==> config.mk <==
export PLATFORM = sky130hd
export DESIGN_NAME = exu_top
export DESIGN_NICKNAME = d
export VERILOG_FILES = /design/src/hw/exu_pkg.sv /design/src/hw/alu.sv /design/src/hw/exu_stage.sv /design/src/hw/exu_top.sv /design/src/hw/inst_decoder.sv /design/src/hw/issue_fifo.sv /design/src/hw/retire_unit.sv
export SDC_FILE = /design/constraint.sdc
export NUM_CORES = 2
export LEC_CHECK = 0
export BUFFER_PORTS_ARGS = -buffer_cell sky130_fd_sc_hd__buf_4
export CORE_MARGIN = 2
export CORE_UTILIZATION = 55
export DETAILED_ROUTE_END_ITERATION = 7
export PLACE_DENSITY = 0.76
export SLEW_MARGIN = 20
export SYNTH_ARGS = -nofsm -noshare
export SYNTH_HDL_FRONTEND = slang
export SYNTH_HIERARCHICAL = 1
export SYNTH_SLANG_ARGS = --single-unit
==> constraint.sdc <==
create_clock -name clock -period 38.8 [get_ports clock]
set_clock_uncertainty 0.05 [all_clocks]
set_input_delay 3.88 -clock clock [delete_from_list [all_inputs] [get_ports clock]]
set_output_delay 3.88 -clock clock [all_outputs]
set_load 0.02 [all_outputs]
==> src/hw/exu_pkg.sv <==
package exu_pkg;

  localparam logic [31:0] reset_pc = 32'h0000_0000;

  // rv32i major opcodes.
  localparam logic [6:0] opc_op     = 7'b0110011;
  localparam logic [6:0] opc_op_imm = 7'b0010011;
  localparam logic [6:0] opc_lui    = 7'b0110111;
  localparam logic [6:0] opc_auipc  = 7'b0010111;
  localparam logic [6:0] opc_jal    = 7'b1101111;
  localparam logic [6:0] opc_jalr   = 7'b1100111;
  localparam logic [6:0] opc_branch = 7'b1100011;
  localparam logic [6:0] opc_store  = 7'b0100011;
  localparam logic [6:0] opc_system = 7'b1110011;

  typedef enum logic [4:0] {
    alu_add, alu_sub, alu_sll, alu_slt, alu_sltu, alu_xor, alu_srl, alu_sra,
    alu_or, alu_and, alu_pass_b,
    alu_eq, alu_ne, alu_lt, alu_ge, alu_ltu, alu_geu // compares give 0 or 1.
  } alu_op_t;

  typedef enum logic [1:0] {npc_seq, npc_jal, npc_jalr, npc_branch} npc_sel_t;
  typedef enum logic [1:0] {wdata_alu, wdata_snpc, wdata_dnpc, wdata_csr} wdata_sel_t;
  typedef enum logic [1:0] {op1_src1, op1_pc, op1_zero} op1_sel_t;
  typedef enum logic [1:0] {op2_src2, op2_imm, op2_csr} op2_sel_t;
  typedef enum logic [1:0] {csr_none, csr_write, csr_set, csr_clear} csr_op_t; // same as funct3[1:0].

  typedef struct packed {
    logic [31:0] pc;
    logic [31:0] inst;
    logic [31:0] src1;
    logic [31:0] src2;
    logic [31:0] csr_src;
  } inst_in_t;

  typedef struct packed {
    logic [31:0] pc;
    logic [31:0] imm;
    logic [31:0] src1;
    logic [31:0] src2;
    logic [31:0] csr_src;
    alu_op_t     alu_op;
    op1_sel_t    op1_sel;
    op2_sel_t    op2_sel;
    npc_sel_t    npc_sel;
    wdata_sel_t  wdata_sel;
    csr_op_t     csr_op;
    logic [4:0]  rd;
  } exec_req_t;

  typedef struct packed {
    logic [31:0] pc;
    logic [31:0] npc;
    logic [4:0]  rd;
    logic [31:0] rd_data;
    logic [31:0] csr_wdata;
    logic [31:0] store_data;
    logic        mispredict; // npc is not pc plus 4.
  } exec_res_t;

endpackage

==> src/hw/alu.sv <==
`timescale 1ns/1ps

module alu import exu_pkg::*; (
  input  alu_op_t     op,
  input  logic [31:0] a,
  input  logic [31:0] b,
  output logic [31:0] result
);

  logic lt_s;
  logic lt_u;

  assign lt_s = $signed(a) < $signed(b);
  assign lt_u = a < b;

  always_comb begin
    case (op)
      alu_add:    result = a + b;
      alu_sub:    result = a - b;
      alu_sll:    result = a << b[4:0];
      alu_slt:    result = {31'd0, lt_s};
      alu_sltu:   result = {31'd0, lt_u};
      alu_xor:    result = a ^ b;
      alu_srl:    result = a >> b[4:0];
      alu_sra:    result = $unsigned($signed(a) >>> b[4:0]);
      alu_or:     result = a | b;
      alu_and:    result = a & b;
      alu_pass_b: result = b; // lui and csr data.
      alu_eq:     result = {31'd0, a == b};
      alu_ne:     result = {31'd0, a != b};
      alu_lt:     result = {31'd0, lt_s};
      alu_ge:     result = {31'd0, !lt_s};
      alu_ltu:    result = {31'd0, lt_u};
      alu_geu:    result = {31'd0, !lt_u};
      default:    result = 32'd0;
    endcase
  end

endmodule

==> src/hw/exu_stage.sv <==
`timescale 1ns/1ps

module exu_stage import exu_pkg::*; (
  input  logic      clock,
  input  logic      reset,
  input  logic      issue_valid,
  input  exec_req_t issue_req,
  output logic      issue_ready,
  input  logic      block,
  output logic      execute_valid,
  output exec_res_t res
);

  alu_op_t     alu_op_q;
  logic [31:0] operand1;
  logic [31:0] operand2;
  logic [31:0] alu_result;
  logic [31:0] csr_operand;
  logic [31:0] snpc;
  logic [31:0] dnpc;
  logic [31:0] pc_q;
  logic [31:0] csr_src_q;
  logic [31:0] store_data_q;
  logic [4:0]  rd_q;
  npc_sel_t    npc_sel_q;
  wdata_sel_t  wdata_sel_q;
  logic [31:0] npc;

  alu u_alu (
    .op     (alu_op_q),
    .a      (operand1),
    .b      (operand2),
    .result (alu_result)
  );

  assign issue_ready = !block;

  always_comb begin
    case (issue_req.csr_op)
      csr_write: csr_operand = issue_req.src1;
      csr_set:   csr_operand = issue_req.src1 | issue_req.csr_src;
      csr_clear: csr_operand = issue_req.csr_src & ~issue_req.src1;
      default:   csr_operand = issue_req.csr_src;
    endcase
  end

  always_ff @(posedge clock) begin
    if (reset) begin
      execute_valid <= 1'b0;
    end else if (!block) begin
      execute_valid <= issue_valid;
    end
  end

  always_ff @(posedge clock) begin
    if (!block) begin
      alu_op_q <= issue_req.alu_op;
      case (issue_req.op1_sel)
        op1_pc:   operand1 <= issue_req.pc;
        op1_zero: operand1 <= 32'd0;
        default:  operand1 <= issue_req.src1;
      endcase
      case (issue_req.op2_sel)
        op2_imm: operand2 <= issue_req.imm;
        op2_csr: operand2 <= csr_operand;
        default: operand2 <= issue_req.src2;
      endcase
      snpc         <= issue_req.pc + 32'd4;
      dnpc         <= issue_req.pc + issue_req.imm;
      pc_q         <= issue_req.pc;
      csr_src_q    <= issue_req.csr_src;
      store_data_q <= issue_req.src2;
      rd_q         <= issue_req.rd;
      npc_sel_q    <= issue_req.npc_sel;
      wdata_sel_q  <= issue_req.wdata_sel;
    end
  end

  always_comb begin
    case (npc_sel_q)
      npc_jal:    npc = dnpc;
      npc_jalr:   npc = alu_result & ~32'd1;
      npc_branch: npc = alu_result[0] ? dnpc : snpc; // taken when compare is 1.
      default:    npc = snpc;
    endcase
    res.pc  = pc_q;
    res.npc = npc;
    res.rd  = rd_q;
    case (wdata_sel_q)
      wdata_snpc: res.rd_data = snpc; // jal, jalr.
      wdata_dnpc: res.rd_data = dnpc; // auipc.
      wdata_csr:  res.rd_data = csr_src_q; // old csr value.
      default:    res.rd_data = alu_result;
    endcase
    res.csr_wdata  = alu_result;
    res.store_data = store_data_q;
    res.mispredict = (npc != snpc);
  end

endmodule

==> src/hw/exu_top.sv <==
`timescale 1ns/1ps

module exu_top import exu_pkg::*; #(
  parameter int queue_depth = 4
) (
  input  logic      clock,
  input  logic      reset,
  input  logic      inst_valid,
  output logic      inst_ready,
  input  inst_in_t  inst,
  input  logic      hold,
  output logic      retire_valid,
  output exec_res_t retire,
  output logic      wrong_prediction
);

  logic      req_valid;
  logic      req_ready;
  exec_req_t req;
  logic      issue_valid;
  logic      issue_ready;
  exec_req_t issue_req;
  logic      block;
  logic      execute_valid;
  exec_res_t res;

  inst_decoder u_decoder (
    .in_valid  (inst_valid),
    .in_inst   (inst),
    .in_ready  (inst_ready),
    .req_valid (req_valid),
    .req       (req),
    .req_ready (req_ready)
  );

  issue_fifo #(
    .queue_depth (queue_depth)
  ) u_queue (
    .clock    (clock),
    .reset    (reset),
    .wr_valid (req_valid),
    .wr_ready (req_ready),
    .wr_data  (req),
    .rd_valid (issue_valid),
    .rd_ready (issue_ready),
    .rd_data  (issue_req)
  );

  exu_stage u_exu (
    .clock         (clock),
    .reset         (reset),
    .issue_valid   (issue_valid),
    .issue_req     (issue_req),
    .issue_ready   (issue_ready),
    .block         (block),
    .execute_valid (execute_valid),
    .res           (res)
  );

  retire_unit u_retire (
    .clock            (clock),
    .reset            (reset),
    .hold             (hold),
    .execute_valid    (execute_valid),
    .res_in           (res),
    .block            (block),
    .retire_valid     (retire_valid),
    .retire           (retire),
    .wrong_prediction (wrong_prediction)
  );

endmodule

==> src/hw/inst_decoder.sv <==
`timescale 1ns/1ps

module inst_decoder import exu_pkg::*; (
  input  logic      in_valid,
  input  inst_in_t  in_inst,
  output logic      in_ready,
  output logic      req_valid,
  output exec_req_t req,
  input  logic      req_ready
);

  logic [6:0]  opcode;
  logic [2:0]  funct3;
  logic [4:0]  rd;
  logic [4:0]  rs1;
  logic        alt; // sub and sra.
  logic [31:0] imm_i;
  logic [31:0] imm_s;
  logic [31:0] imm_b;
  logic [31:0] imm_u;
  logic [31:0] imm_j;
  alu_op_t     arith_op;
  alu_op_t     cmp_op;

  assign opcode = in_inst.inst[6:0];
  assign funct3 = in_inst.inst[14:12];
  assign rd     = in_inst.inst[11:7];
  assign rs1    = in_inst.inst[19:15];
  assign alt    = in_inst.inst[30] && (opcode == opc_op || funct3 == 3'b101);

  assign imm_i = {{20{in_inst.inst[31]}}, in_inst.inst[31:20]};
  assign imm_s = {{20{in_inst.inst[31]}}, in_inst.inst[31:25], in_inst.inst[11:7]};
  assign imm_b = {{19{in_inst.inst[31]}}, in_inst.inst[31], in_inst.inst[7],
                  in_inst.inst[30:25], in_inst.inst[11:8], 1'b0};
  assign imm_u = {in_inst.inst[31:12], 12'd0};
  assign imm_j = {{11{in_inst.inst[31]}}, in_inst.inst[31], in_inst.inst[19:12],
                  in_inst.inst[20], in_inst.inst[30:21], 1'b0};

  assign in_ready  = req_ready; // queue space.
  assign req_valid = in_valid;

  always_comb begin
    case (funct3)
      3'b000:  arith_op = alt ? alu_sub : alu_add;
      3'b001:  arith_op = alu_sll;
      3'b010:  arith_op = alu_slt;
      3'b011:  arith_op = alu_sltu;
      3'b100:  arith_op = alu_xor;
      3'b101:  arith_op = alt ? alu_sra : alu_srl;
      3'b110:  arith_op = alu_or;
      default: arith_op = alu_and;
    endcase
    case (funct3)
      3'b000:  cmp_op = alu_eq;
      3'b001:  cmp_op = alu_ne;
      3'b100:  cmp_op = alu_lt;
      3'b101:  cmp_op = alu_ge;
      3'b110:  cmp_op = alu_ltu;
      default: cmp_op = alu_geu;
    endcase
  end

  always_comb begin
    req           = '0; // unknown opcodes become an add to x0.
    req.pc        = in_inst.pc;
    req.src1      = in_inst.src1;
    req.src2      = in_inst.src2;
    req.csr_src   = in_inst.csr_src;
    req.alu_op    = alu_add;
    req.op1_sel   = op1_src1;
    req.op2_sel   = op2_src2;
    req.npc_sel   = npc_seq;
    req.wdata_sel = wdata_alu;
    req.csr_op    = csr_none;
    case (opcode)
      opc_op: begin
        req.rd     = rd;
        req.alu_op = arith_op;
      end
      opc_op_imm: begin
        req.rd      = rd;
        req.alu_op  = arith_op;
        req.imm     = imm_i;
        req.op2_sel = op2_imm;
      end
      opc_lui: begin
        req.rd      = rd;
        req.alu_op  = alu_pass_b;
        req.imm     = imm_u;
        req.op2_sel = op2_imm;
      end
      opc_auipc: begin
        req.rd        = rd;
        req.imm       = imm_u;
        req.op1_sel   = op1_pc;
        req.op2_sel   = op2_imm;
        req.wdata_sel = wdata_dnpc;
      end
      opc_jal: begin
        req.rd        = rd;
        req.imm       = imm_j;
        req.npc_sel   = npc_jal;
        req.wdata_sel = wdata_snpc;
      end
      opc_jalr: begin
        req.rd        = rd;
        req.imm       = imm_i;
        req.op2_sel   = op2_imm;
        req.npc_sel   = npc_jalr;
        req.wdata_sel = wdata_snpc;
      end
      opc_branch: begin
        if (funct3[2:1] != 2'b01) begin
          req.imm     = imm_b;
          req.alu_op  = cmp_op;
          req.npc_sel = npc_branch;
        end
      end
      opc_store: begin
        req.imm     = imm_s; // address in rd_data, nothing written.
        req.op2_sel = op2_imm;
      end
      opc_system: begin
        if (funct3[1:0] != 2'b00) begin
          req.rd        = rd;
          req.alu_op    = alu_pass_b;
          req.op2_sel   = op2_csr;
          req.wdata_sel = wdata_csr;
          req.csr_op    = csr_op_t'(funct3[1:0]);
          if (funct3[2]) req.src1 = {27'd0, rs1}; // zimm forms.
        end
      end
      default: ;
    endcase
  end

endmodule

==> src/hw/issue_fifo.sv <==
`timescale 1ns/1ps

module issue_fifo import exu_pkg::*; #(
  parameter int queue_depth = 4
) (
  input  logic      clock,
  input  logic      reset,
  input  logic      wr_valid,
  output logic      wr_ready,
  input  exec_req_t wr_data,
  output logic      rd_valid,
  input  logic      rd_ready,
  output exec_req_t rd_data
);

  localparam int addr_w = $clog2(queue_depth);

  exec_req_t         mem [queue_depth];
  logic [addr_w:0]   wr_ptr; // top bit tells full from empty.
  logic [addr_w:0]   rd_ptr;
  logic              full;
  logic              empty;

  assign empty = (wr_ptr == rd_ptr);
  assign full  = (wr_ptr[addr_w] != rd_ptr[addr_w]) &&
                 (wr_ptr[addr_w-1:0] == rd_ptr[addr_w-1:0]);

  assign wr_ready = !full || rd_ready; // a read frees the slot this edge.
  assign rd_valid = !empty;
  assign rd_data  = mem[rd_ptr[addr_w-1:0]];

  always_ff @(posedge clock) begin
    if (reset) begin
      wr_ptr <= '0;
      rd_ptr <= '0;
    end else begin
      if (wr_valid && wr_ready) wr_ptr <= wr_ptr + 1'b1;
      if (rd_valid && rd_ready) rd_ptr <= rd_ptr + 1'b1;
    end
  end

  always_ff @(posedge clock) begin
    if (wr_valid && wr_ready) mem[wr_ptr[addr_w-1:0]] <= wr_data;
  end

endmodule

==> src/hw/retire_unit.sv <==
`timescale 1ns/1ps

module retire_unit import exu_pkg::*; (
  input  logic      clock,
  input  logic      reset,
  input  logic      hold,
  input  logic      execute_valid,
  input  exec_res_t res_in,
  output logic      block,
  output logic      retire_valid,
  output exec_res_t retire,
  output logic      wrong_prediction
);

  logic [31:0] expected_pc;
  logic        on_path;

  assign block   = hold; // freezes the execute stage and the queue head.
  assign on_path = execute_valid && (res_in.pc == expected_pc);

  always_ff @(posedge clock) begin
    if (reset) begin
      retire_valid     <= 1'b0;
      wrong_prediction <= 1'b0;
      expected_pc      <= reset_pc;
    end else if (hold) begin
      retire_valid     <= 1'b0;
      wrong_prediction <= 1'b0;
    end else begin
      retire_valid     <= on_path; // wrong-path results are dropped here.
      wrong_prediction <= on_path && res_in.mispredict;
      if (on_path) expected_pc <= res_in.npc;
    end
  end

  always_ff @(posedge clock) begin
    if (!hold && on_path) retire <= res_in;
  end

endmodule

# Yosys cells after proc, flatten, opt, wreduce, memory -nomap -nowiden
# Memory sizes are Yosys's and may differ from the RTL's. A register that Yosys moved wholly into a read port is not among the register bits.
# Cells that the tools add are included.
[word_totals] latch_bits=0 mem_bits_ro=0 ram_bits=716 memories=1 output_inout_bits=169 word_cells=154 regBits=445 in_bits=164
[memory_table] memory="u_queue.mem" words=4 word_bits=179 read_ports=1 rd_clocked_by_memory_dff=1 wr=1 line_no="issue_fifo.sv:18" rtl="exec_req_t mem [queue_depth];"
[classes] shifts=3 mul=0 order_cmp=2 add_sub_neg=6 n_div=0 n_eq_ne=52 mux=32 n_bitwise=7 reduce_logical=27
[ops] cell="32-bit case mux with 15 select lines" n=1
[ops] cell="32-bit case mux with 3 select lines" n=3
[ops] cell="32-bit two-way mux" n=5
[ops] cell="32-bit case mux with 5 select lines" n=1
[ops] cell="32-bit case mux with 2 select lines" n=2
[ops] cell="32-bit adder" n=2
[ops] cell="32-bit AND" n=2
[ops] cell="32-bit == test" n=2
[ops] cell="32-bit < comparator" n=2
[ops] cell="32-bit != test" n=2
[ops] cell="32-bit OR" n=2
[ops] cell="5-bit by 4-bit == test with 1-bit output, second input constant" n=8
[ops] cell="5-bit case mux with 7 select lines" n=1
[ops] cell="32-bit by 3-bit adder with 32-bit output, second input constant" n=1
[ops] cell="32-bit NOT" n=1
[ops] cell="32-bit by 5-bit left shift with 32-bit output" n=1
[ops] cell="32-bit by 5-bit right shift with 32-bit output" n=1
[ops] cell="32-bit by 5-bit >>> shifter with 32-bit output" n=1
[ops] cell="32-bit subtractor" n=1
[ops] cell="32-bit bitwise XOR" n=1
[ops] cell="7-bit == test, second input constant" n=4
[ops] cell="5-bit case mux with 5 select lines" n=1
[ops] cell="7-bit by 6-bit == test with 1-bit output, second input constant" n=3
[ops] cell="5-bit by 3-bit == test with 1-bit output, second input constant" n=4
[ops] cell="34 further kinds" n=77

# Depth between registers and ports, before layout
[logic_depth] ltp_word=7 depth_mapped=25

# Modules after synthesis
# Netlist, hierarchy kept.
[modules_own_cells] mod="issue_fifo" area_each_um2=26486.7 cells_each=994 instances=1
[modules_own_cells] mod="exu_stage" area_each_um2=13317.8 cells_each=1147 instances=1
[modules_own_cells] mod="alu" area_each_um2=9306.4 cells_each=1384 instances=1
[modules_own_cells] mod="retire_unit" area_each_um2=6847.8 cells_each=356 instances=1
[modules_own_cells] mod="inst_decoder" area_each_um2=1800.5 cells_each=261 instances=1

# Worst setup path before layout
# OpenSTA, ideal clock, no wires.
[synth_path] path_kind="input-to-reg" start="input hold" end="register u_queue.wr_ptr[2]" cell_stages=5 path_slack_ps=23359 n_path_buf=1 setup_ps=85 t_arrival_ps=15305 required_ps=38665 path_cell_list="buf_4 > inv_1 > inv_1 > a41oi_2 > mux2_1"
[synth_via] elab_chain_len=3
[synth_lines] item="start, declared" line_no="exu_top.sv:11" rtl="input logic hold,"
[synth_lines] item="1-bit logical NOT" line_no="exu_stage.sv:36" rtl="assign issue_ready = !block;"
[synth_lines] item="net issue_ready" line_no="exu_top.sv:21" rtl="logic issue_ready;"
[synth_lines] item="1-bit logical OR" line_no="issue_fifo.sv:28" rtl="assign wr_ready = !full || rd_ready;"
[synth_lines] item="1-bit logical AND" line_no="issue_fifo.sv:37" rtl="if (wr_valid && wr_ready) wr_ptr <= wr_ptr + 1'b1;"
[synth_lines] item="end signal, assigned" line_no="issue_fifo.sv:37"
[synth_lines] item="end, declared" line_no="issue_fifo.sv:19" rtl="logic [addr_w:0] wr_ptr;"
# The timed path passes the listed nets, and every way through them passes these cells.
# A chain may end at the register's enable or synchronous reset.

# Final worst setup path
[layout_path] start="input hold" end="output inst_ready"
[layout_via] elab_chain_len=2
[layout_lines] item="1-bit logical NOT" line_no="exu_stage.sv:36"
[layout_lines] item="net issue_ready" line_no="exu_top.sv:21"
[layout_lines] item="1-bit logical OR" line_no="issue_fifo.sv:28"
[layout_lines] item="end, declared" line_no="exu_top.sv:9" rtl="output logic inst_ready,"
# The timed path passes the listed nets, and every way through them passes these cells.

==> metrics.yaml <==
grt:
  grt_pass1_wl_um: 283000
  track_usage_pct: 37.3
  grt_pass1_vias: 37603
  grt_max_degree: 137
  antenna_found_initial: 14
  overflow: 0
finish:
  fillCellCount: 7553
  register_area_mm2: 0.0346
  final_util_pct: 62.3
  area_delta_synth_final_pct: 12.0
  layout_common_cells: "1122 x edfxtp_1, 427 x buf_4, 262 x mux4_2, 254 x nand2_1, 218 x a21oi_1"
  fin_nets: 4651
  multi_input_area_mm2: 0.0207
  layout_commonest_cell: "edfxtp_1"
  drive_above_1_share_pct: 21.4
synthesis:
  yosysTopAreaCell: "edfxtp_1"
  synth.avg_cell_area_um2: 13.9
  netlist_area_mm2: 0.0578
  syn_inst: 4142
  async_flop_share_pct: 0
  synth-seq-area-share_pct: 59.8
  synth_cell_types: 98
  synth_enable_flop_cells: 1122
  synth_top_area_share_pct: 58.3
  ys.flop_type: "edfxtp_1"
  synth_area_leaders: "edfxtp_1 58%, mux4_2 10%, ha_1 3.2%"
  synth-seq-cells: 1165
  syn-num-nets: 4456
  ys_warn_count: 6
timing:
  tns_ps: 0
  max_freq_mhz: 111
  setup_ws_ps: 29790
  hold_viol: 0
  maxSlewHeadroom_pct: 16.7
  slew_viol_final: 0
  grt_setup_unrepaired: "false"
  layout_min_cycle_time_ps: 9010
  tightest_slew_ps: 1240
  finalCritPeriodShare_pct: 23.2
  setup_viol: 0
worst_setup_path:
  rr_startpoint: "u_exu/operand2[0]$_DFFE_PN_"
  worstSetupPathDepth: 5
  cp-start-kind: "input pin"
  cp-end-kind: "output port"
  required_ps: 34870
  cp-endpoint: "inst_ready"
  r2r-end: "u_retire/wrong_prediction$_SDFF_PP0_"
  critPathLaunch: "hold"
  cp_slowest_cell: "inv_8"
  worst_ep_arrival_time_ps: 5080
  path_cells: "buf_4 -> inv_8 -> inv_1 -> nand4_1 -> buf_4"
  crit_path_max_fanout: 68
  r2r_cells: 24
  crit_buf_inv: 4
  crit_family: "buffers and inverters"
  max_stage_delay_ps: 340
  critPathMostFrequentCell: "buf_4"
  ff2ff_setup_slack_ps: 31830
  path_class: "input pin to output port"
drt:
  wl_per_cell_um: 34.9
  drt_wl_total_um: 203000
  via_per_inst: 6.84
  via_count: 39735
  dr.pass1.iters: 8
  drtIter0Drc: 6338
  ant_nets: 0
  drc: 0
die:
  initial_core_util_pct: 55.6
  fp.dieH_um: 328
  num_rows: 118
  die_w_um: 328
  ios: 333
  fp.dieArea_mm2: 0.108
  core_region_area_mm2: 0.104
pwr:
  power_density_mw_per_mm2: 69.5
  power_leakage_nw: 23.1
  vdd_drop_max_mv: 0.0426
clocking:
  postCtsSetupBuffers: 0
  cts_buffer_depth: 3
  cts_sinks: 1165
  clock_latency_ps: 730
  htreeDepth: 3
  cts_tree: "built"
  cts_buffers: 112
  ctsRootBufferMaster: "clkbuf_16"
  cts-resized-gates: 0
  path_clk_slew_ps: 60
  hold_buffers: 0
placement:
  io_buffers: 332
  dp_hpwl_um: 144000
  detailedPlace.worstSlack_ps: 29810
  gp_congestion: 1.04
flow_run:
  max_cap_viol_count: 0
hold_path:
  hold_path.class: "flop to flop"
  hold_path_depth: 0
  min-delay-start: "u_exu/rd_q[2]$_DFFE_PN_"
outcome:
  status: "finished, final reports clean"
-- area by class of cell --
type                    instances  area share [%]
well taps                    1380            2.67
multi-input cells            2445            32.0
flip-flops and latches       1165            53.4
clock buffers                 134            4.52
diodes                          4          0.0155
inverters                     181            1.07
repair buffers                432            5.10
clock inverters                69            1.22
-- cell families after synthesis --
group           after synthesis  share of synthesized area (%)
mux                         360                           12.0
flops                      1165                           59.8
fa+ha+maj                   150                           3.29
buf+inv                     532                           4.51
other cells                   1                        0.00649
compound gates              980                           11.6
simple gates                850                           7.16
xor+xnor                    104                           1.62
-- metal layers --
layer,track usage (%),vias up,part of all wire (%)
met5,0,-,0.021
met4,18.2,8,5.7
met3,6.85,525,11
met2,57.0,2861,46
met1,52.1,19852,38
li1,-,16489,-
-- how the worst min path moves through the flow --
stage,to,slack (ps)
after floorplan,u_retire/retire[100]$_DFFE_PP_,350
after global placement,u_retire/retire[30]$_DFFE_PP_,350
after detailed placement,u_retire/retire[11]$_DFFE_PP_,350
final,u_retire/retire[99]$_DFFE_PP_,360
after CTS,u_retire/retire[99]$_DFFE_PP_,370
after global routing,u_retire/retire[8]$_DFFE_PP_,380
-- synth_stat cells (all sizes together) (78+ instances only) --
master	instances
inv	181
buf	200
nand2	257
mux2i	78
o21ai	157
ha	147
edfxtp	1122
clkbuf	151
nor2	198
a21oi	218
nand2b	92
mux4	262
-- through the flow --
stage | cell area [um2] | hold slack, ps | power [W] | cells
6_report | 64700 | 364 | 0.00449 | 5810
5_1_grt | 64700 | 381 | 0.00461 | 5807
4_1_cts | 64600 | 367 | 0.00444 | 5805
3_5_place_dp | 60900 | 355 | 0.00334 | 5602
3_3_place_gp | 60900 | 351 | 0.00333 | 5602
2_1_floorplan | 57800 | 350 | 0.00268 | 4142
-- power breakdown --
group	internal (W)	leakage, nW	switching, W
clock	0.000621	1.80	0.000482
combinational	0.000574	10.2	0.00112
sequential	0.00155	11.0	0.000152
-- state kept, by name (all words and copies together) (netlist names), named ones only --
register,count
u_exu/npc_sel_q,2
u_queue/wr_ptr,3
u_exu/operand2,32
u_exu/wdata_sel_q,2
u_retire/wrong_prediction,1
u_exu/store_data_q,32
u_exu/dnpc,32
u_queue/mem,720
u_queue/rd_ptr,3
u_exu/pc_q,30
u_retire/expected_pc,32
u_retire/retire_valid,1
u_exu/csr_src_q,32
u_retire/retire,166
u_exu/execute_valid,1
u_exu/snpc,32
u_exu/operand1,32
u_exu/rd_q,5
u_exu/alu_op_q,5
Note: power is estimated with default switching activity, not from simulation.
